<file path="src/design/mem_pipe_pkg.sv">
// Memory pipeline package: data path widths, operation codes and shared structs
`default_nettype none

package mem_pipe_pkg;

  localparam int dword_w    = 64;
  localparam int vaddr_w    = 39;
  localparam int paddr_w    = 28;
  localparam int page_off_w = 12;
  localparam int vtag_w     = vaddr_w - page_off_w;
  localparam int ptag_w     = paddr_w - page_off_w;
  localparam int reg_addr_w = 5;
  localparam int tlb_els    = 8;
  localparam int tlb_idx_w  = $clog2(tlb_els);
  localparam int ram_words  = 256;
  localparam int ram_idx_w  = $clog2(ram_words);

  typedef logic [dword_w-1:0]    dword_t;
  typedef logic [vaddr_w-1:0]    vaddr_t;
  typedef logic [paddr_w-1:0]    paddr_t;
  typedef logic [vtag_w-1:0]     vtag_t;
  typedef logic [ptag_w-1:0]     ptag_t;
  typedef logic [reg_addr_w-1:0] reg_addr_t;
  typedef logic [tlb_idx_w-1:0]  tlb_idx_t;
  typedef logic [ram_idx_w-1:0]  ram_idx_t;

  // Integer loads and stores only
  typedef enum logic [3:0]
  {
    e_op_lb,
    e_op_lbu,
    e_op_lh,
    e_op_lhu,
    e_op_lw,
    e_op_lwu,
    e_op_ld,
    e_op_sb,
    e_op_sh,
    e_op_sw,
    e_op_sd
  } mem_op_e;

  typedef enum logic [1:0]
  {
    e_size_byte,
    e_size_half,
    e_size_word,
    e_size_dword
  } mem_size_e;

  typedef struct packed
  {
    mem_op_e   op;
    reg_addr_t rd_addr;
    dword_t    rs1;
    dword_t    rs2;
    dword_t    imm;
  } mem_req_s;

  // Leaf PTE fields kept per entry
  typedef struct packed
  {
    vtag_t vtag;
    ptag_t ptag;
    logic  r;
    logic  w;
    logic  u;
  } tlb_fill_s;

  typedef struct packed
  {
    logic tlb_load_miss;
    logic tlb_store_miss;
    logic load_misaligned;
    logic store_misaligned;
    logic load_page_fault;
    logic store_page_fault;
  } mem_exc_s;

  typedef struct packed
  {
    dword_t    eaddr;
    mem_size_e size;
    logic      is_load;
    logic      is_store;
    logic      is_signed;
    logic      misaligned;
  } agu_s;

endpackage

`default_nettype wire

</file>
<file path="src/design/mem_agu.sv">
// Address generation unit: effective address, access size decode and alignment check
`timescale 1ns/10ps
`default_nettype none

module mem_agu
  (input  mem_pipe_pkg::mem_req_s req_i
   , output mem_pipe_pkg::agu_s   agu_o
   );

  always_comb
    begin
      agu_o       = '0;
      agu_o.eaddr = req_i.rs1 + req_i.imm;

      unique case (req_i.op)
        mem_pipe_pkg::e_op_lb, mem_pipe_pkg::e_op_lbu, mem_pipe_pkg::e_op_sb:
          agu_o.size = mem_pipe_pkg::e_size_byte;
        mem_pipe_pkg::e_op_lh, mem_pipe_pkg::e_op_lhu, mem_pipe_pkg::e_op_sh:
          agu_o.size = mem_pipe_pkg::e_size_half;
        mem_pipe_pkg::e_op_lw, mem_pipe_pkg::e_op_lwu, mem_pipe_pkg::e_op_sw:
          agu_o.size = mem_pipe_pkg::e_size_word;
        default:
          agu_o.size = mem_pipe_pkg::e_size_dword;
      endcase

      agu_o.is_load   = req_i.op inside {mem_pipe_pkg::e_op_lb, mem_pipe_pkg::e_op_lbu,
                                         mem_pipe_pkg::e_op_lh, mem_pipe_pkg::e_op_lhu,
                                         mem_pipe_pkg::e_op_lw, mem_pipe_pkg::e_op_lwu,
                                         mem_pipe_pkg::e_op_ld};
      agu_o.is_store  = req_i.op inside {mem_pipe_pkg::e_op_sb, mem_pipe_pkg::e_op_sh,
                                         mem_pipe_pkg::e_op_sw, mem_pipe_pkg::e_op_sd};
      // ld needs no extension, so only the narrow signed loads
      agu_o.is_signed = req_i.op inside {mem_pipe_pkg::e_op_lb, mem_pipe_pkg::e_op_lh,
                                         mem_pipe_pkg::e_op_lw};

      // Natural alignment to the access size
      case (agu_o.size)
        mem_pipe_pkg::e_size_half:  agu_o.misaligned = agu_o.eaddr[0];
        mem_pipe_pkg::e_size_word:  agu_o.misaligned = |agu_o.eaddr[1:0];
        mem_pipe_pkg::e_size_dword: agu_o.misaligned = |agu_o.eaddr[2:0];
        default:                    agu_o.misaligned = 1'b0;
      endcase
    end

  // A legal op decodes to a known size and exactly one class
  always_comb
    if (req_i.op <= mem_pipe_pkg::e_op_sd)
      assert final (!$isunknown(agu_o.size) && (agu_o.is_load != agu_o.is_store));

endmodule

`default_nettype wire

</file>
<file path="config.mk">
export PLATFORM = sky130hd
export DESIGN_NAME = mem_agu
export DESIGN_NICKNAME = d
export VERILOG_FILES = /design/src/design/mem_pipe_pkg.sv /design/src/design/mem_agu.sv
export SDC_FILE = /design/constraint.sdc
export NUM_CORES = 1
export LEC_CHECK = 0
export BUFFER_PORTS_ARGS = -buffer_cell sky130_fd_sc_hd__clkbuf_2
export CORE_AREA = 2 2 104 106
export DETAILED_ROUTE_END_ITERATION = 8
export DIE_AREA = 0 0 106 108
export PLACE_DENSITY = 0.87
export SYNTH_ARGS = -nofsm -noshare
export SYNTH_HDL_FRONTEND = slang
export SYNTH_SLANG_ARGS = --single-unit
</file>
<file path="constraint.sdc">
create_clock -name vclk -period 3.5
set_clock_uncertainty 0.1 [all_clocks]
set_input_delay 0.175 -clock vclk [all_inputs]
set_output_delay 0.175 -clock vclk [all_outputs]
set_load 0.05 [all_outputs]
</file>
==> impl_metrics.tcl, run 1 <==
set metrics [dict create \
    status "completed" \
    yosysTopAreaCell "ha_1" \
    antenna_found_initial 0 \
    tightestPinTransition_ns 0.506 \
    hold_viol 0 \
    yosysSeqAreaShare_pct 0 \
    die_area_sq_um 11400 \
    critPathMaxFanout 5 \
    synthDistinctLibCells 65 \
    drt-total-wl_mm 13.5 \
    synth_cells 597 \
    core_area_sq_um 10200 \
    hp-class "in2out" \
    drt_pass1_iterations 5 \
    cp_top_family "compound AO/OA/AOI/OAI gates" \
    cp_num_buf_inv 3 \
    grt_pass1_vias 4642 \
    drv_cap 0 \
    maxSlewViolCount 0 \
    cts_setup_buffers 0 \
    min_period_over_period_pct 96.0 \
    leakage_nw 2.63 \
    intPower_mw 0.502 \
    num_rows 37 \
    area_growth_pct 29.3 \
    viasPerCell 5.63 \
    portBuffers 202 \
    drive_above_1_share_pct 29.9 \
    crit_slowest_cell "a2111o_1" \
    clkPwrFrac_pct 0 \
    crit_type "in2out" \
    diodes 0 \
    avgSynthCellArea_sq_um 6.77 \
    slew_headroom_pct 65.8 \
    finalSetupViolCount 0 \
    power_frac_comb_pct 100.0 \
    path_depth 13 \
    synth_top_area_share_pct 19.5 \
    num_vias 5198 \
    synth.most_common_cell "a21oi_1" \
    whs_ns 0.679 \
    sw_frac_of_total_pct 70.5 \
    syn-num-nets 862 \
    n_sequential_cell 0 \
    die_w_um 106 \
    avgRoutedWirePerCell_um 14.7 \
    critPathCaptureType "output port" \
    fin_area_sq_um 5230 \
    startpoint_type "primary input" \
    totalPowerFinal_mw 1.70 \
    netlist_top_cells_count "73 x a21oi_1, 63 x ha_1, 49 x nor2_1, 46 x nand2_1, 44 x o21ai_0" \
    clock_buffers 0 \
    fin_nets 1054 \
    syn_area_sq_um 4040 \
    final.setup.worst_slack_ns 0.141 \
    slowest_delay_ns 0.44 \
    gr-total-overflow 0 \
    die_h_um 108 \
    p_per_area_nw_per_um2 326 \
    gpl.final_weighted_congestion 0.959 \
    crit_path_cell_trace "clkbuf_2 > ha_1 > o21ai_1 > o21ai_1 > nand4_1 > a2111o_1 > o211a_1 > a311oi_1 > buf_4 > nor2_1 > o21bai_1 > xnor2_1 > clkbuf_2" \
    switchingPower_mw 1.20 \
    grt_max_degree 13 \
    crit_arrival_ns 3.08 \
    start_util_pct 39.5 \
    fin_crit_ns 3.36 \
    seqPwrFrac_pct 0 \
    maxClockFrequency_mhz 298 \
    dp_hpwl_mm 11.8 \
    vdd_drop_max_v 0.000170 \
    placed_area_sq_um 5220 \
    remaining_drc_errors 0 \
    yosysWarnings 0 \
    grt_usage_pct 21.9 \
    grt_setup_unrepaired "true" \
    seqCellArea_sq_um 0 \
    worstHoldPathCells 3 \
    grt_pass1_wl_mm 21.2 \
    ios 271 \
    post-place-ws_ns 0.0613 \
    synth_area_leaders "ha_1 19%, a21oi_1 9.0%, xnor2_1 8.9%, a21o_1 5.8%, o21ai_0 5.4%" \
    worstPathRequired_ns 3.22 \
    ant_nets 0 \
    drt-initial-drc-count 360 \
]
-- cells in the final DEF, fill, tap and decap left out, types with 3 or more instances in the layout --
| cell type | Yosys | routed |
|---|---|---|
| clkbuf_2 | 2 | 198 |
| nand2b_1 | 8 | 8 |
| a21oi_1 | 73 | 73 |
| a311oi_1 | 3 | 3 |
| ha_1 | 63 | 63 |
| nand3_1 | 17 | 17 |
| nor3_1 | 9 | 9 |
| xnor2_1 | 41 | 41 |
| o21bai_1 | 17 | 17 |
| inv_1 | 28 | 28 |
| buf_4 | 0 | 10 |
| nand2_1 | 46 | 46 |
| and2_1 | 3 | 3 |
| a221oi_1 | 3 | 3 |
| a31oi_1 | 13 | 13 |
| a21o_1 | 31 | 31 |
| o21ai_1 | 8 | 8 |
| nor2_1 | 49 | 49 |
| nand4_1 | 16 | 16 |
| o21a_1 | 10 | 10 |
| o21ai_0 | 44 | 44 |
| or4_1 | 3 | 3 |
| a211oi_2 | 2 | 4 |
| and4_1 | 6 | 6 |
| a211oi_1 | 10 | 8 |
| nor2b_1 | 4 | 4 |
| and3_1 | 6 | 6 |
| xor2_1 | 15 | 15 |
| o211ai_1 | 3 | 3 |
-- path summary, 6_finish.rpt --
| path | startpoint | to |
|---|---|---|
| worst max-delay path | req_i[2] | agu_o[45] |
| worst min-delay path | req_i[200] | agu_o[3] |
-- per-stage QoR --
step | setup TNS (ns) | std cells | utilization [%]
floorplan | 0 | 597 | -
global placement | 0 | 923 | 51.0
detailed placement | 0 | 923 | 51.0
CTS | 0 | 923 | 51.0
global route | -0.0248 | 923 | 51.1
finish | 0 | 923 | 51.1
-- power by group through the flow --
| stage | registers, mW | clock network (mW) | logic [mW] |
|---|---|---|---|
| after CTS | 0 | 0 | 1.69 |
| after global routing | 0 | 0 | 1.81 |
| after floorplan | 0 | 0 | 1.28 |
| final | 0 | 0 | 1.70 |
| after global placement | 0 | 0 | 1.67 |
| after detailed placement | 0 | 0 | 1.68 |
-- timing repair --
item,4_1_cts,5_1_grt
endpoints found under the setup margin,0,10
hold buffers,0,0
gates resized for setup,0,8
-- layout make-up --
cell class	instances	area [sq um]
fillers	1046	5000
inverters	28	105
multi-input cells	547	3860
well taps	136	170
repair buffers	212	1090
-- per-layer routing --
| metal | part of all wire [%] | routed length (um) | GRT usage, % | up-vias |
|---|---|---|---|---|
| met5 | 0 | 0 | 0 | - |
| met2 | 45 | 6040 | 37.6 | 222 |
| met4 | 2.6 | 352 | 4.98 | 0 |
| li1 | - | - | - | 2648 |
| met3 | 6.1 | 831 | 1.75 | 24 |
| met1 | 47 | 6310 | 30.0 | 2304 |
-- cells by family (layout without fill, tap and decap cells) --
logic type | after synthesis | count (layout) | share of synthesized area [%]
compound gates | 250 | 250 | 41.4
xor+xnor | 56 | 56 | 12.1
fa+ha+maj | 64 | 64 | 20.0
buf+inv | 50 | 240 | 4.83
simple gates | 177 | 177 | 21.7
Power figures use the tool's default switching activity.
==> inputs of run 2 (changes only) <==
Settings changed: CORE_AREA 2 2 104 106 to 2 2 120 122, DIE_AREA 0 0 106 108 to 0 0 122 124, PLACE_DENSITY 0.87 to 0.71, SLEW_MARGIN set to 10.
==> run 2 against run 1 <==
Fmax hardly changed. Worst setup slack better by 0.0010 ns. Critical path depth is 1 lower. Largest power group unchanged. Non-clock buffer count is 8 higher. Cell count is 5.6% higher. Utilization is 12 points lower. Total power is 1.5% higher. Sequential cell count stayed put.
==> impl_metrics.tcl, run 2 (synthesis gave the netlist of run 1 again) <==
set metrics [dict create \
    leakage_nw 2.67 \
    crit_type "in2out" \
    worstHoldPathCells 3 \
    dp_hpwl_mm 12.7 \
    status "completed" \
    num_vias 5207 \
    finalSetupViolCount 0 \
    maxSlewViolCount 0 \
    endpoint "agu_o[40]" \
    drv_cap 0 \
    placed_area_sq_um 5330 \
    n_fill_cell 1505 \
    whs_ns 0.672 \
    tightestPinTransition_ns 0.549 \
    core_area_sq_um 13700 \
    critPathMaxFanout 6 \
    startpoint_type "primary input" \
    viasPerCell 5.34 \
    area_growth_pct 32.4 \
    drive_above_1_share_pct 30.7 \
    seqCellArea_sq_um 0 \
    grt_usage_pct 17.5 \
    final_cell_mix "196 x clkbuf_2, 73 x a21oi_1, 63 x ha_1, 49 x nor2_1, 46 x nand2_1" \
    gpl.final_weighted_congestion 0.903 \
    slew_headroom_pct 63.1 \
    maxClockFrequency_mhz 298 \
    gr-total-overflow 0 \
    drt-total-wl_mm 14.3 \
    worstPathRequired_ns 3.22 \
    crit_start "req_i[13]" \
    min_period_over_period_pct 95.9 \
    avgRoutedWirePerCell_um 14.7 \
    die_h_um 124 \
    post-route-util_pct 39.0 \
    start_util_pct 29.5 \
    tns_ns 0 \
    n_sequential_cell 0 \
    critPathCaptureType "output port" \
    num_rows 43 \
    p_per_area_nw_per_um2 323 \
    drt_pass1_iterations 5 \
    drt-initial-drc-count 312 \
    ant_nets 0 \
    antenna_found_initial 0 \
    vdd_drop_max_v 0.000175 \
    hold_viol 0 \
    fin_crit_ns 3.36 \
    hp-class "in2out" \
    crit_arrival_ns 3.08 \
    cts_hold_buf 0 \
    final_common_cell "clkbuf_2" \
    grt_pass1_vias 4633 \
    grt_setup_unrepaired "false" \
    grt_pass1_wl_mm 21.9 \
    fin_area_sq_um 5350 \
    totalPowerFinal_mw 1.73 \
    hold_start "req_i[200]" \
    die_w_um 122 \
    ios 271 \
    die_area_sq_um 15100 \
    portBuffers 202 \
    remaining_drc_errors 0 \
    fin_nets 1062 \
    grt_max_degree 13 \
    diodes 0 \
    clock_buffers 0 \
]
[run 2: how the worst min path moves through the flow]
| stage | endpoint |
|---|---|
| final | agu_o[1] |
| after floorplan | agu_o[3] |
| after global routing | agu_o[1] |
| after CTS | agu_o[1] |
| after global placement | agu_o[3] |
| after detailed placement | agu_o[1] |
[run 2: power breakdown]
group	total (mW)	switching, mW	internal [mW]
registers	0	0	0
logic	1.73	1.22	0.513
clock network	0	0	0
total	1.73	1.22	0.513
[run 2: per-layer routing]
metal	up-vias	GRT usage, %	part of all wire (%)
met5	-	0	0
met4	0	3.30	1.9
met3	16	1.56	6.0
met2	173	28.6	44
met1	2359	25.1	48
li1	2659	-	-
[run 2: through the flow]
| stage | std cells | worst slack (ns) |
|---|---|---|
| 4_1_cts | 975 | 0.143 |
| 6_report | 975 | 0.142 |
| 3_3_place_gp | 975 | 0.145 |
| 2_1_floorplan | 597 | 0.00490 |
| 3_5_place_dp | 975 | 0.155 |
| 5_1_grt | 975 | 0.0109 |
[run 2: layout make-up]
type / count / area (sq um) / share of cell area, %
inverter: 28 / 105 / 1.96
multi-input combinational: 547 / 3870 / 72.3
tap: 180 / 225 / 4.21
timing repair buffer: 220 / 1150 / 21.5
[run 2: timing repair]
item,CTS,global route
setup endpoints to repair,0,10
buffers inserted,0,0
resized for setup,0,13
[run 2: critical path, stage by stage]
cell and delay (ns):
clkbuf_2 0.08, ha_1 0.37, a211oi_2 0.25, buf_4 0.15, o21ai_0 0.09, a221o_1 0.37
or3_1 0.35, o21ai_0 0.29, o21ai_1 0.14, a31oi_1 0.26, xnor2_1 0.20, clkbuf_2 0.33
