===== src/design/mem_pipe_pkg.sv =====
// Memory pipeline package: data path widths, operation codes and shared structs
`default_nettype none

package mem_pipe_pkg;

  localparam int dword_w    = 64;
  localparam int vaddr_w    = 39;
  localparam int paddr_w    = 28;
  localparam int page_off_w = 12;
  localparam int vtag_w     = vaddr_w - page_off_w;
  localparam int ptag_w     = paddr_w - page_off_w;
  localparam int reg_addr_w = 5;
  localparam int tlb_els    = 8;
  localparam int tlb_idx_w  = $clog2(tlb_els);
  localparam int ram_words  = 256;
  localparam int ram_idx_w  = $clog2(ram_words);

  typedef logic [dword_w-1:0]    dword_t;
  typedef logic [vaddr_w-1:0]    vaddr_t;
  typedef logic [paddr_w-1:0]    paddr_t;
  typedef logic [vtag_w-1:0]     vtag_t;
  typedef logic [ptag_w-1:0]     ptag_t;
  typedef logic [reg_addr_w-1:0] reg_addr_t;
  typedef logic [tlb_idx_w-1:0]  tlb_idx_t;
  typedef logic [ram_idx_w-1:0]  ram_idx_t;

  // Integer loads and stores only
  typedef enum logic [3:0]
  {
    e_op_lb,
    e_op_lbu,
    e_op_lh,
    e_op_lhu,
    e_op_lw,
    e_op_lwu,
    e_op_ld,
    e_op_sb,
    e_op_sh,
    e_op_sw,
    e_op_sd
  } mem_op_e;

  typedef enum logic [1:0]
  {
    e_size_byte,
    e_size_half,
    e_size_word,
    e_size_dword
  } mem_size_e;

  typedef struct packed
  {
    mem_op_e   op;
    reg_addr_t rd_addr;
    dword_t    rs1;
    dword_t    rs2;
    dword_t    imm;
  } mem_req_s;

  // Leaf PTE fields kept per entry
  typedef struct packed
  {
    vtag_t vtag;
    ptag_t ptag;
    logic  r;
    logic  w;
    logic  u;
  } tlb_fill_s;

  typedef struct packed
  {
    logic tlb_load_miss;
    logic tlb_store_miss;
    logic load_misaligned;
    logic store_misaligned;
    logic load_page_fault;
    logic store_page_fault;
  } mem_exc_s;

  typedef struct packed
  {
    dword_t    eaddr;
    mem_size_e size;
    logic      is_load;
    logic      is_store;
    logic      is_signed;
    logic      misaligned;
  } agu_s;

endpackage

`default_nettype wire


===== src/design/mem_dtlb.sv =====
// Data TLB: fully associative, round-robin fill, sfence flush, lookup and permission check
`timescale 1ns/10ps
`default_nettype none

module mem_dtlb
  (input                            clk_i
   , input                          arst_n_i

   , input                          sfence_i
   , input                          fill_v_i
   , input  mem_pipe_pkg::tlb_fill_s fill_i

   , input                          lookup_v_i
   , input                          trans_en_i
   , input                          priv_user_i
   , input  mem_pipe_pkg::vaddr_t   vaddr_i
   , input                          is_load_i
   , input                          is_store_i

   , output mem_pipe_pkg::paddr_t   paddr_o
   , output logic                   miss_o
   , output logic                   page_fault_o
   );

  logic [mem_pipe_pkg::tlb_els-1:0] valid_r;
  mem_pipe_pkg::tlb_fill_s          entry_r [mem_pipe_pkg::tlb_els];
  mem_pipe_pkg::tlb_idx_t           rr_ptr_r;

  logic                             fill_hit;
  mem_pipe_pkg::tlb_idx_t           fill_idx;

  mem_pipe_pkg::vtag_t              lookup_vtag;
  logic [mem_pipe_pkg::tlb_els-1:0] hit_vec;
  logic                             hit;
  mem_pipe_pkg::tlb_fill_s          hit_entry;
  logic                             perm_fault;

  // Refill of a present vtag reuses its slot
  always_comb
    begin
      fill_hit = 1'b0;
      fill_idx = rr_ptr_r;
      for (int i = 0; i < mem_pipe_pkg::tlb_els; i++)
        if (valid_r[i] && (entry_r[i].vtag == fill_i.vtag))
          begin
            fill_hit = 1'b1;
            fill_idx = mem_pipe_pkg::tlb_idx_t'(i);
          end
    end

  // sfence takes priority over a fill in the same cycle
  always_ff @(posedge clk_i or negedge arst_n_i)
    if (!arst_n_i)
      begin
        valid_r  <= '0;
        rr_ptr_r <= '0;
      end
    else if (sfence_i)
      valid_r <= '0;
    else if (fill_v_i)
      begin
        valid_r[fill_idx] <= 1'b1;
        if (!fill_hit)
          rr_ptr_r <= rr_ptr_r + mem_pipe_pkg::tlb_idx_t'(1);
      end

  always_ff @(posedge clk_i)
    if (fill_v_i && !sfence_i)
      entry_r[fill_idx] <= fill_i;

  assign lookup_vtag = vaddr_i[mem_pipe_pkg::vaddr_w-1 -: mem_pipe_pkg::vtag_w];

  always_comb
    begin
      hit_entry = '0;
      for (int i = 0; i < mem_pipe_pkg::tlb_els; i++)
        begin
          hit_vec[i] = valid_r[i] && (entry_r[i].vtag == lookup_vtag);
          if (hit_vec[i])
            hit_entry = entry_r[i];
        end
    end

  assign hit = |hit_vec;

  // User pages only from user mode, supervisor pages only from supervisor mode
  assign perm_fault = (is_load_i && !hit_entry.r)
                    | (is_store_i && !hit_entry.w)
                    | (priv_user_i != hit_entry.u);

  assign miss_o       = lookup_v_i & trans_en_i & ~hit;
  assign page_fault_o = lookup_v_i & trans_en_i & hit & perm_fault;

  assign paddr_o = trans_en_i
                 ? {hit_entry.ptag, vaddr_i[mem_pipe_pkg::page_off_w-1:0]}
                 : vaddr_i[mem_pipe_pkg::paddr_w-1:0];

  // Fill reuse of matching slots keeps every vtag unique
  assert property (@(posedge clk_i) disable iff (!arst_n_i) $onehot0(hit_vec));

endmodule

`default_nettype wire


===== config.mk =====
export PLATFORM = sky130hd
export DESIGN_NAME = mem_dtlb
export DESIGN_NICKNAME = d
export VERILOG_FILES = /design/src/design/mem_pipe_pkg.sv /design/src/design/mem_dtlb.sv
export SDC_FILE = /design/constraint.sdc
export NUM_CORES = 1
export LEC_CHECK = 0
export BUFFER_PORTS_ARGS = -buffer_cell sky130_fd_sc_hd__buf_2
export CAP_MARGIN = 5
export CORE_MARGIN = 10
export CORE_UTILIZATION = 44
export CTS_CLUSTER_SIZE = 40
export DETAILED_ROUTE_END_ITERATION = 8
export HOLD_SLACK_MARGIN = 0.1
export PLACE_DENSITY = 0.64
export SLEW_MARGIN = 15
export SYNTH_ARGS = -nofsm -noshare
export SYNTH_HDL_FRONTEND = slang
export SYNTH_SLANG_ARGS = --single-unit
export TNS_END_PERCENT = 5

===== constraint.sdc =====
create_clock -name clk_i -period 6.95 [get_ports clk_i]
set_input_delay 1.7375 -clock clk_i [delete_from_list [all_inputs] [get_ports clk_i]]
set_output_delay 1.7375 -clock clk_i [all_outputs]
set_load 0.01 [all_outputs]

==> out/results.txt, run 1 <==
Final min period - 6.575 ns
vias in the first global route - 11943
Layout Skew - 0.01594 ns
Synth Cell Area - 18440 µm²
H-tree level count - 2
Vias - 11991
DRC violations left - 0
max-slew violation count - 0
Sequential Power Share - 0.491
commonest non-fill, non-tap cell in the layout - edfxtp_1
met3 wire len - 4630 µm
Post-CTS Setup Inserts - 0
crit path DAT - 4.84 ns
setup TNS - 0 ns
relative slew slack - 0.3547
Synth Register Bits - 379
register area share after synthesis - 0.6143
die height - 224.7 µm
Mapped Cells - 1346
status - complete, no violations
GPL Wtd Cong - 0.9651
VDD IR max - 232.1 µV
Hold-fix buffers, CTS - 0
CTS Buf Count - 43
Pleak - 6.818 nW
PortBufs - 99
Comb power frac - 0.130
max layer used - met5
most frequent cells in the layout - edfxtp_1, xnor2_1, xor2_1, buf_2, nand4_1
final hold vios - 0
first-pass GRT wire length - 89290 µm
non-filler instance count after layout - 2003
Area Overhead vs Synth - 12.86%
CTS resizes - 0
initial detailed-routing violation count - 1409
maximum buffer depth of the clock tree - 3
met2 WL - 30380 µm
Critical Path Sink Type - output pin
Cell Pwr Density - 274.8 nW/µm²
First-pass DRT Iterations - 5
count of cell types in the netlist - 59
antenna viol nets, final - 0
Root Buffer - clkbuf_16
clock share of power - 0.380
# clock sinks - 379
DP Cell Count - 1929
CTS tree - done
maximum number of pins on one net before global-route repair - 48
ANT cells - 0
# IOs - 124
Startpoint Class - input pin
final setup fails - 0
WS Path Type - input pin to output pin
grt ovf - 0
Min-Delay Path Class - flip-flop to flip-flop
worst-path maximum fanout - 9
net count of the mapped netlist - 1441
DR vias/cell - 5.987
Async SR Flop Fraction - 0.02902
NetSw - 1.534 mW
Rows - 74
Die ar. - 50490 µm²
mean area per synthesized cell - 13.70 µm²
Sw Share - 0.2683
total track usage - 0.2496
Starting Density - 0.4485
Die X - 224.7 µm
Top FF cell, synth - edfxtp_1
RSZ-0062 raised after global routing - false
Yosys Warn Count - 0
crit share post-route - 0.9461
Slew @ Worst Pin - 0.9590 ns
Fmax - 0.1521 GHz
placed wire-length estimate - 45060 µm
worst skew pair latency - 0.58 ns
WP data required - 5.21 ns
Layout Nets - 1537
total core area - 41110 µm²
internal power - 4.184 mW
final WL - 64050 µm
number of synthesized flops with an enable pin - 368
antenna violations before repair - 5
Avg WL per Cell - 31.97 µm
Max Cap Viol - 0
layout cells sized above 1 - 0.1645
Clock transition at path regs - 0.06 ns
M1 wire length - 26180 µm
-- critical path: stages --
cell	delay (ns)
buf_2	0.39
xor2_1	0.18
nor4_1	0.81
nand3_2	0.33
or3_1	0.44
a31oi_1	0.27
o21ai_2	0.08
xnor2_1	0.13
a311oi_1	0.26
buf_2	0.18
-- final timing paths --
| path | startpoint | to | slack [ns] | cells past startpoint |
|---|---|---|---|---|
| setup reg to reg | entry_r[6][39]$_DFFE_PP_ | entry_r[6][8]$_DFFE_PP_ | 2.72 | 8 |
| hold / removal | rr_ptr_r[2]$_DFFE_PN0P_ | rr_ptr_r[2]$_DFFE_PN0P_ | 0.48 | 1 |
| min in group asynchronous | arst_n_i | valid_r[0]$_DFFE_PN0P_ | 1.03 | 1 |
| setup / recovery | vaddr_i[27] | page_fault_o | 0.37 | 10 |
| hold reg to reg | rr_ptr_r[2]$_DFFE_PN0P_ | rr_ptr_r[2]$_DFFE_PN0P_ | 0.48 | 1 |
| max in group asynchronous | arst_n_i | rr_ptr_r[0]$_DFFE_PN0P_ | 5.70 | 1 |
-- power groups by stage --
stage	logic [mW]	registers (mW)	clock network, mW
2_1_floorplan	0.415	2.83	0
3_3_place_gp	0.735	2.85	0
3_5_place_dp	0.735	2.85	0
4_1_cts	0.737	2.80	2.20
5_1_grt	0.776	2.82	2.28
6_report	0.741	2.81	2.17
-- through the flow --
stage | power (mW) | cell area (µm²) | utilization | hold WS [ns] | setup slack, ns
finish | 5.719 | 20810 | 0.5062 | 0.4825 | 0.3746
global route | 5.874 | 20810 | 0.5062 | 0.5246 | 0.2945
CTS | 5.743 | 20810 | 0.5062 | 0.4864 | 0.3780
detailed placement | 3.584 | 19490 | 0.4741 | 0.4717 | 0.4125
global placement | 3.582 | 19490 | 0.4741 | 0.4599 | 0.3888
floorplan | 3.245 | 18440 | - | 0.4448 | 0.5637
-- per-layer routing --
layer,GRT usage,up-vias
li1,-,5126
met1,0.3205,6082
met2,0.4089,649
met3,0.04242,124
met4,0.1112,10
met5,0,-
-- synthesized netlist by cell type, drive strengths merged, types with 2 or more instances --
cell type / instances / share of area
a21boi: 2 / 0.00081
a21o: 6 / 0.0024
a21oi: 30 / 0.0081
a221oi: 4 / 0.0022
a311oi: 2 / 0.00095
a31oi: 32 / 0.011
and2: 3 / 0.0010
and3: 17 / 0.0058
and3b: 2 / 0.00095
and4: 2 / 0.00095
buf: 73 / 0.028
clkbuf: 20 / 0.0041
dfrtp: 11 / 0.015
edfxtp: 368 / 0.60
inv: 7 / 0.0014
nand2: 42 / 0.0086
nand3: 6 / 0.0019
nand3b: 2 / 0.00081
nand4: 81 / 0.027
nor2: 12 / 0.0036
nor2b: 15 / 0.0051
nor3: 5 / 0.0019
nor4: 59 / 0.021
o211ai: 17 / 0.0069
o21a: 2 / 0.00081
o21ai: 24 / 0.0067
o2bb2ai: 2 / 0.00095
o311ai: 2 / 0.00095
or2: 16 / 0.0054
or3: 32 / 0.011
or4: 3 / 0.0016
xnor2: 254 / 0.12
xor2: 181 / 0.086
-- registers in the layout, indices dropped and copies added, names as in the netlist --
register / count
entry_r: 368
valid_r: 8
rr_ptr_r: 3
-- cells by family (layout without fill, tap and decap cells) --
| kind of cell | Yosys count | count (layout) | synth area share |
|---|---|---|---|
| AO/OA/AOI/OAI | 130 | 130 | 0.04567 |
| XOR/XNOR | 435 | 435 | 0.2075 |
| adder cells (fa/ha/maj) | 1 | 1 | 0.0006785 |
| buffers and inverters | 101 | 226 | 0.03339 |
| flip-flops | 379 | 379 | 0.6143 |
| multiplexers | 2 | 2 | 0.001154 |
| AND/OR/NAND/NOR | 298 | 298 | 0.09738 |
-- final cells by class --
class,count,area (µm²)
Fill cell,3570,20300
Clock inverter,22,177.7
Tap cell,532,665.6
Clock buffer,52,1140
Timing Repair Buffer,144,933.4
Inverter,8,30.03
Multi-Input combinational cell,866,6536
Sequential cell,379,11330
Power figures use the tool's default switching activity.
==> inputs of run 2 (changes only) <==
--- a/config.mk
+++ b/config.mk
@@ -12,7 +12,7 @@
 export CTS_CLUSTER_SIZE = 40
 export DETAILED_ROUTE_END_ITERATION = 8
 export HOLD_SLACK_MARGIN = 0.1
-export PLACE_DENSITY = 0.64
+export PLACE_DENSITY = 0.72
 export SLEW_MARGIN = 15
 export SYNTH_ARGS = -nofsm -noshare
 export SYNTH_HDL_FRONTEND = slang
==> out/results.txt, run 2 (synthesis results as in run 1) <==
WS Path Type - input pin to output pin
NetSw - 1.509 mW
VDD IR max - 199.8 µV
Starting Density - 0.4485
Sequential Power Share - 0.493
# IOs - 124
Critical Path Sink Type - output pin
Avg WL per Cell - 30.89 µm
Hold-fix buffers, CTS - 0
Slew @ Worst Pin - 0.9765 ns
antenna viol nets, final - 0
clock share of power - 0.380
crit share post-route - 0.9551
CTS Buf Count - 41
layout cells sized above 1 - 0.1586
Comb power frac - 0.127
Fillers - 3566
PortBufs - 99
DRC violations left - 0
Area Overhead vs Synth - 12.49%
CTS tree - done
Min-Delay Path Class - flip-flop to flip-flop
Worst Reg-to-Reg Cells - 8
GPL Wtd Cong - 1.013
Cell Pwr Density - 274.4 nW/µm²
# clock sinks - 379
Largest register FFs - 368
worst-path maximum fanout - 17
antenna violations before repair - 8
relative slew slack - 0.3460
final WL - 61680 µm
Layout Skew - 0.01875 ns
Root Buffer - clkbuf_16
H-tree level count - 2
DR vias/cell - 6.008
most frequent cells in the layout - edfxtp_1, xnor2_1, xor2_1, buf_2, nand4_1
Multi-input gate area - 6536 µm²
hold path cells - 1
total core area - 41110 µm²
setup TNS - 0 ns
CTS resizes - 0
Final WS setup - 0.3123 ns
Clock transition at path regs - 0.05 ns
Register Area - 11330 µm²
Pleak - 6.768 nW
initial detailed-routing violation count - 1529
final hold vios - 0
placed wire-length estimate - 43190 µm
Sw Share - 0.2652
grt ovf - 0
final setup fails - 0
Layout Nets - 1528
status - complete, no violations
Vias - 11998
maximum buffer depth of the clock tree - 3
internal power - 4.182 mW
commonest non-fill, non-tap cell in the layout - edfxtp_1
RSZ-0062 raised after global routing - false
total track usage - 0.2409
Rows - 74
Top reg by flops - entry_r
Startpoint Class - input pin
Post-CTS Setup Inserts - 0
WP data required - 5.21 ns
maximum number of pins on one net before global-route repair - 48
vias in the first global route - 12030
crit path DAT - 4.90 ns
dpl ws - 0.4317 ns
top flop regs - entry_r: 368 flops, valid_r: 8 flops, rr_ptr_r: 3 flops
first-pass GRT wire length - 87770 µm
Fmax - 0.1507 GHz
First-pass DRT Iterations - 6
Die ar. - 50490 µm²
die height - 224.7 µm
Max Cap Viol - 0
Final min period - 6.638 ns
max-slew violation count - 0
Die X - 224.7 µm
worst skew pair latency - 0.56 ns
-- run 2: cell count changes in the layout (fill, tap and decap cells not counted), sizes merged --
cell      before  now
buf          144  137
clkinv        19   16
diode          0    2
bufinv         2    3
clkinvlp       1    2
-- run 2: power by group through the flow --
stage	Combinational (mW)	Sequential [mW]	Clock (mW)
6_report	0.723	2.81	2.16
5_1_grt	0.755	2.82	2.26
3_5_place_dp	0.712	2.85	0
3_3_place_gp	0.710	2.84	0
4_1_cts	0.716	2.80	2.17
2_1_floorplan	0.415	2.83	0
-- run 2: critical path, cell delays in order --
cell and delay, ns:
buf_2 0.22, xnor2_1 0.54, nand4_1 0.17, or4_1 0.63
buf_4 0.26, or2_1 0.30, a311oi_1 0.28, o311ai_1 0.13
a21boi_1 0.16, o21ai_1 0.25, buf_2 0.19
-- run 2: cell type report --
class,count,area share
antenna,2,0.0002413
clock buffer,52,0.05345
clock inverter,21,0.009653
inverter,8,0.001448
multi-input combinational,866,0.3152
sequential,379,0.5461
tap,532,0.03209
timing repair buffer,137,0.04187
-- run 2: final timing paths --
path | end | slack (ns) | startpoint
setup / recovery | paddr_o[25] | 0.31 | vaddr_i[18]
setup reg to reg | entry_r[6][45]$_DFFE_PP_ | 2.58 | entry_r[2][22]$_DFFE_PP_
min in group asynchronous | valid_r[4]$_DFFE_PN0P_ | 1.07 | arst_n_i
max in group asynchronous | rr_ptr_r[1]$_DFFE_PN0P_ | 5.65 | arst_n_i
hold / removal | rr_ptr_r[2]$_DFFE_PN0P_ | 0.49 | rr_ptr_r[2]$_DFFE_PN0P_
hold reg to reg | rr_ptr_r[2]$_DFFE_PN0P_ | 0.49 | rr_ptr_r[2]$_DFFE_PN0P_
-- run 2: per-stage QoR --
| stage | hold slack [ns] | instance area [µm²] | cells | power (mW) | util |
|---|---|---|---|---|---|
| 5_1_grt | 0.5164 | 20740 | 1996 | 5.838 | 0.5044 |
| 4_1_cts | 0.4966 | 20730 | 1995 | 5.694 | 0.5044 |
| 6_report | 0.4934 | 20740 | 1997 | 5.691 | 0.5045 |
| 2_1_floorplan | 0.4448 | 18440 | 1346 | 3.245 | - |
| 3_5_place_dp | 0.4823 | 19430 | 1922 | 3.562 | 0.4725 |
| 3_3_place_gp | 0.4647 | 19430 | 1922 | 3.555 | 0.4725 |
-- run 2: routing by layer --
metal / vias up / routed length, µm / global-route usage / share of wire
met5: - / 70 / 0 / 0.0011
met4: 12 / 2873 / 0.1057 / 0.047
met3: 130 / 5961 / 0.05283 / 0.097
met2: 688 / 27800 / 0.3722 / 0.45
met1: 6060 / 24980 / 0.3211 / 0.40
li1: 5108 / - / - / -
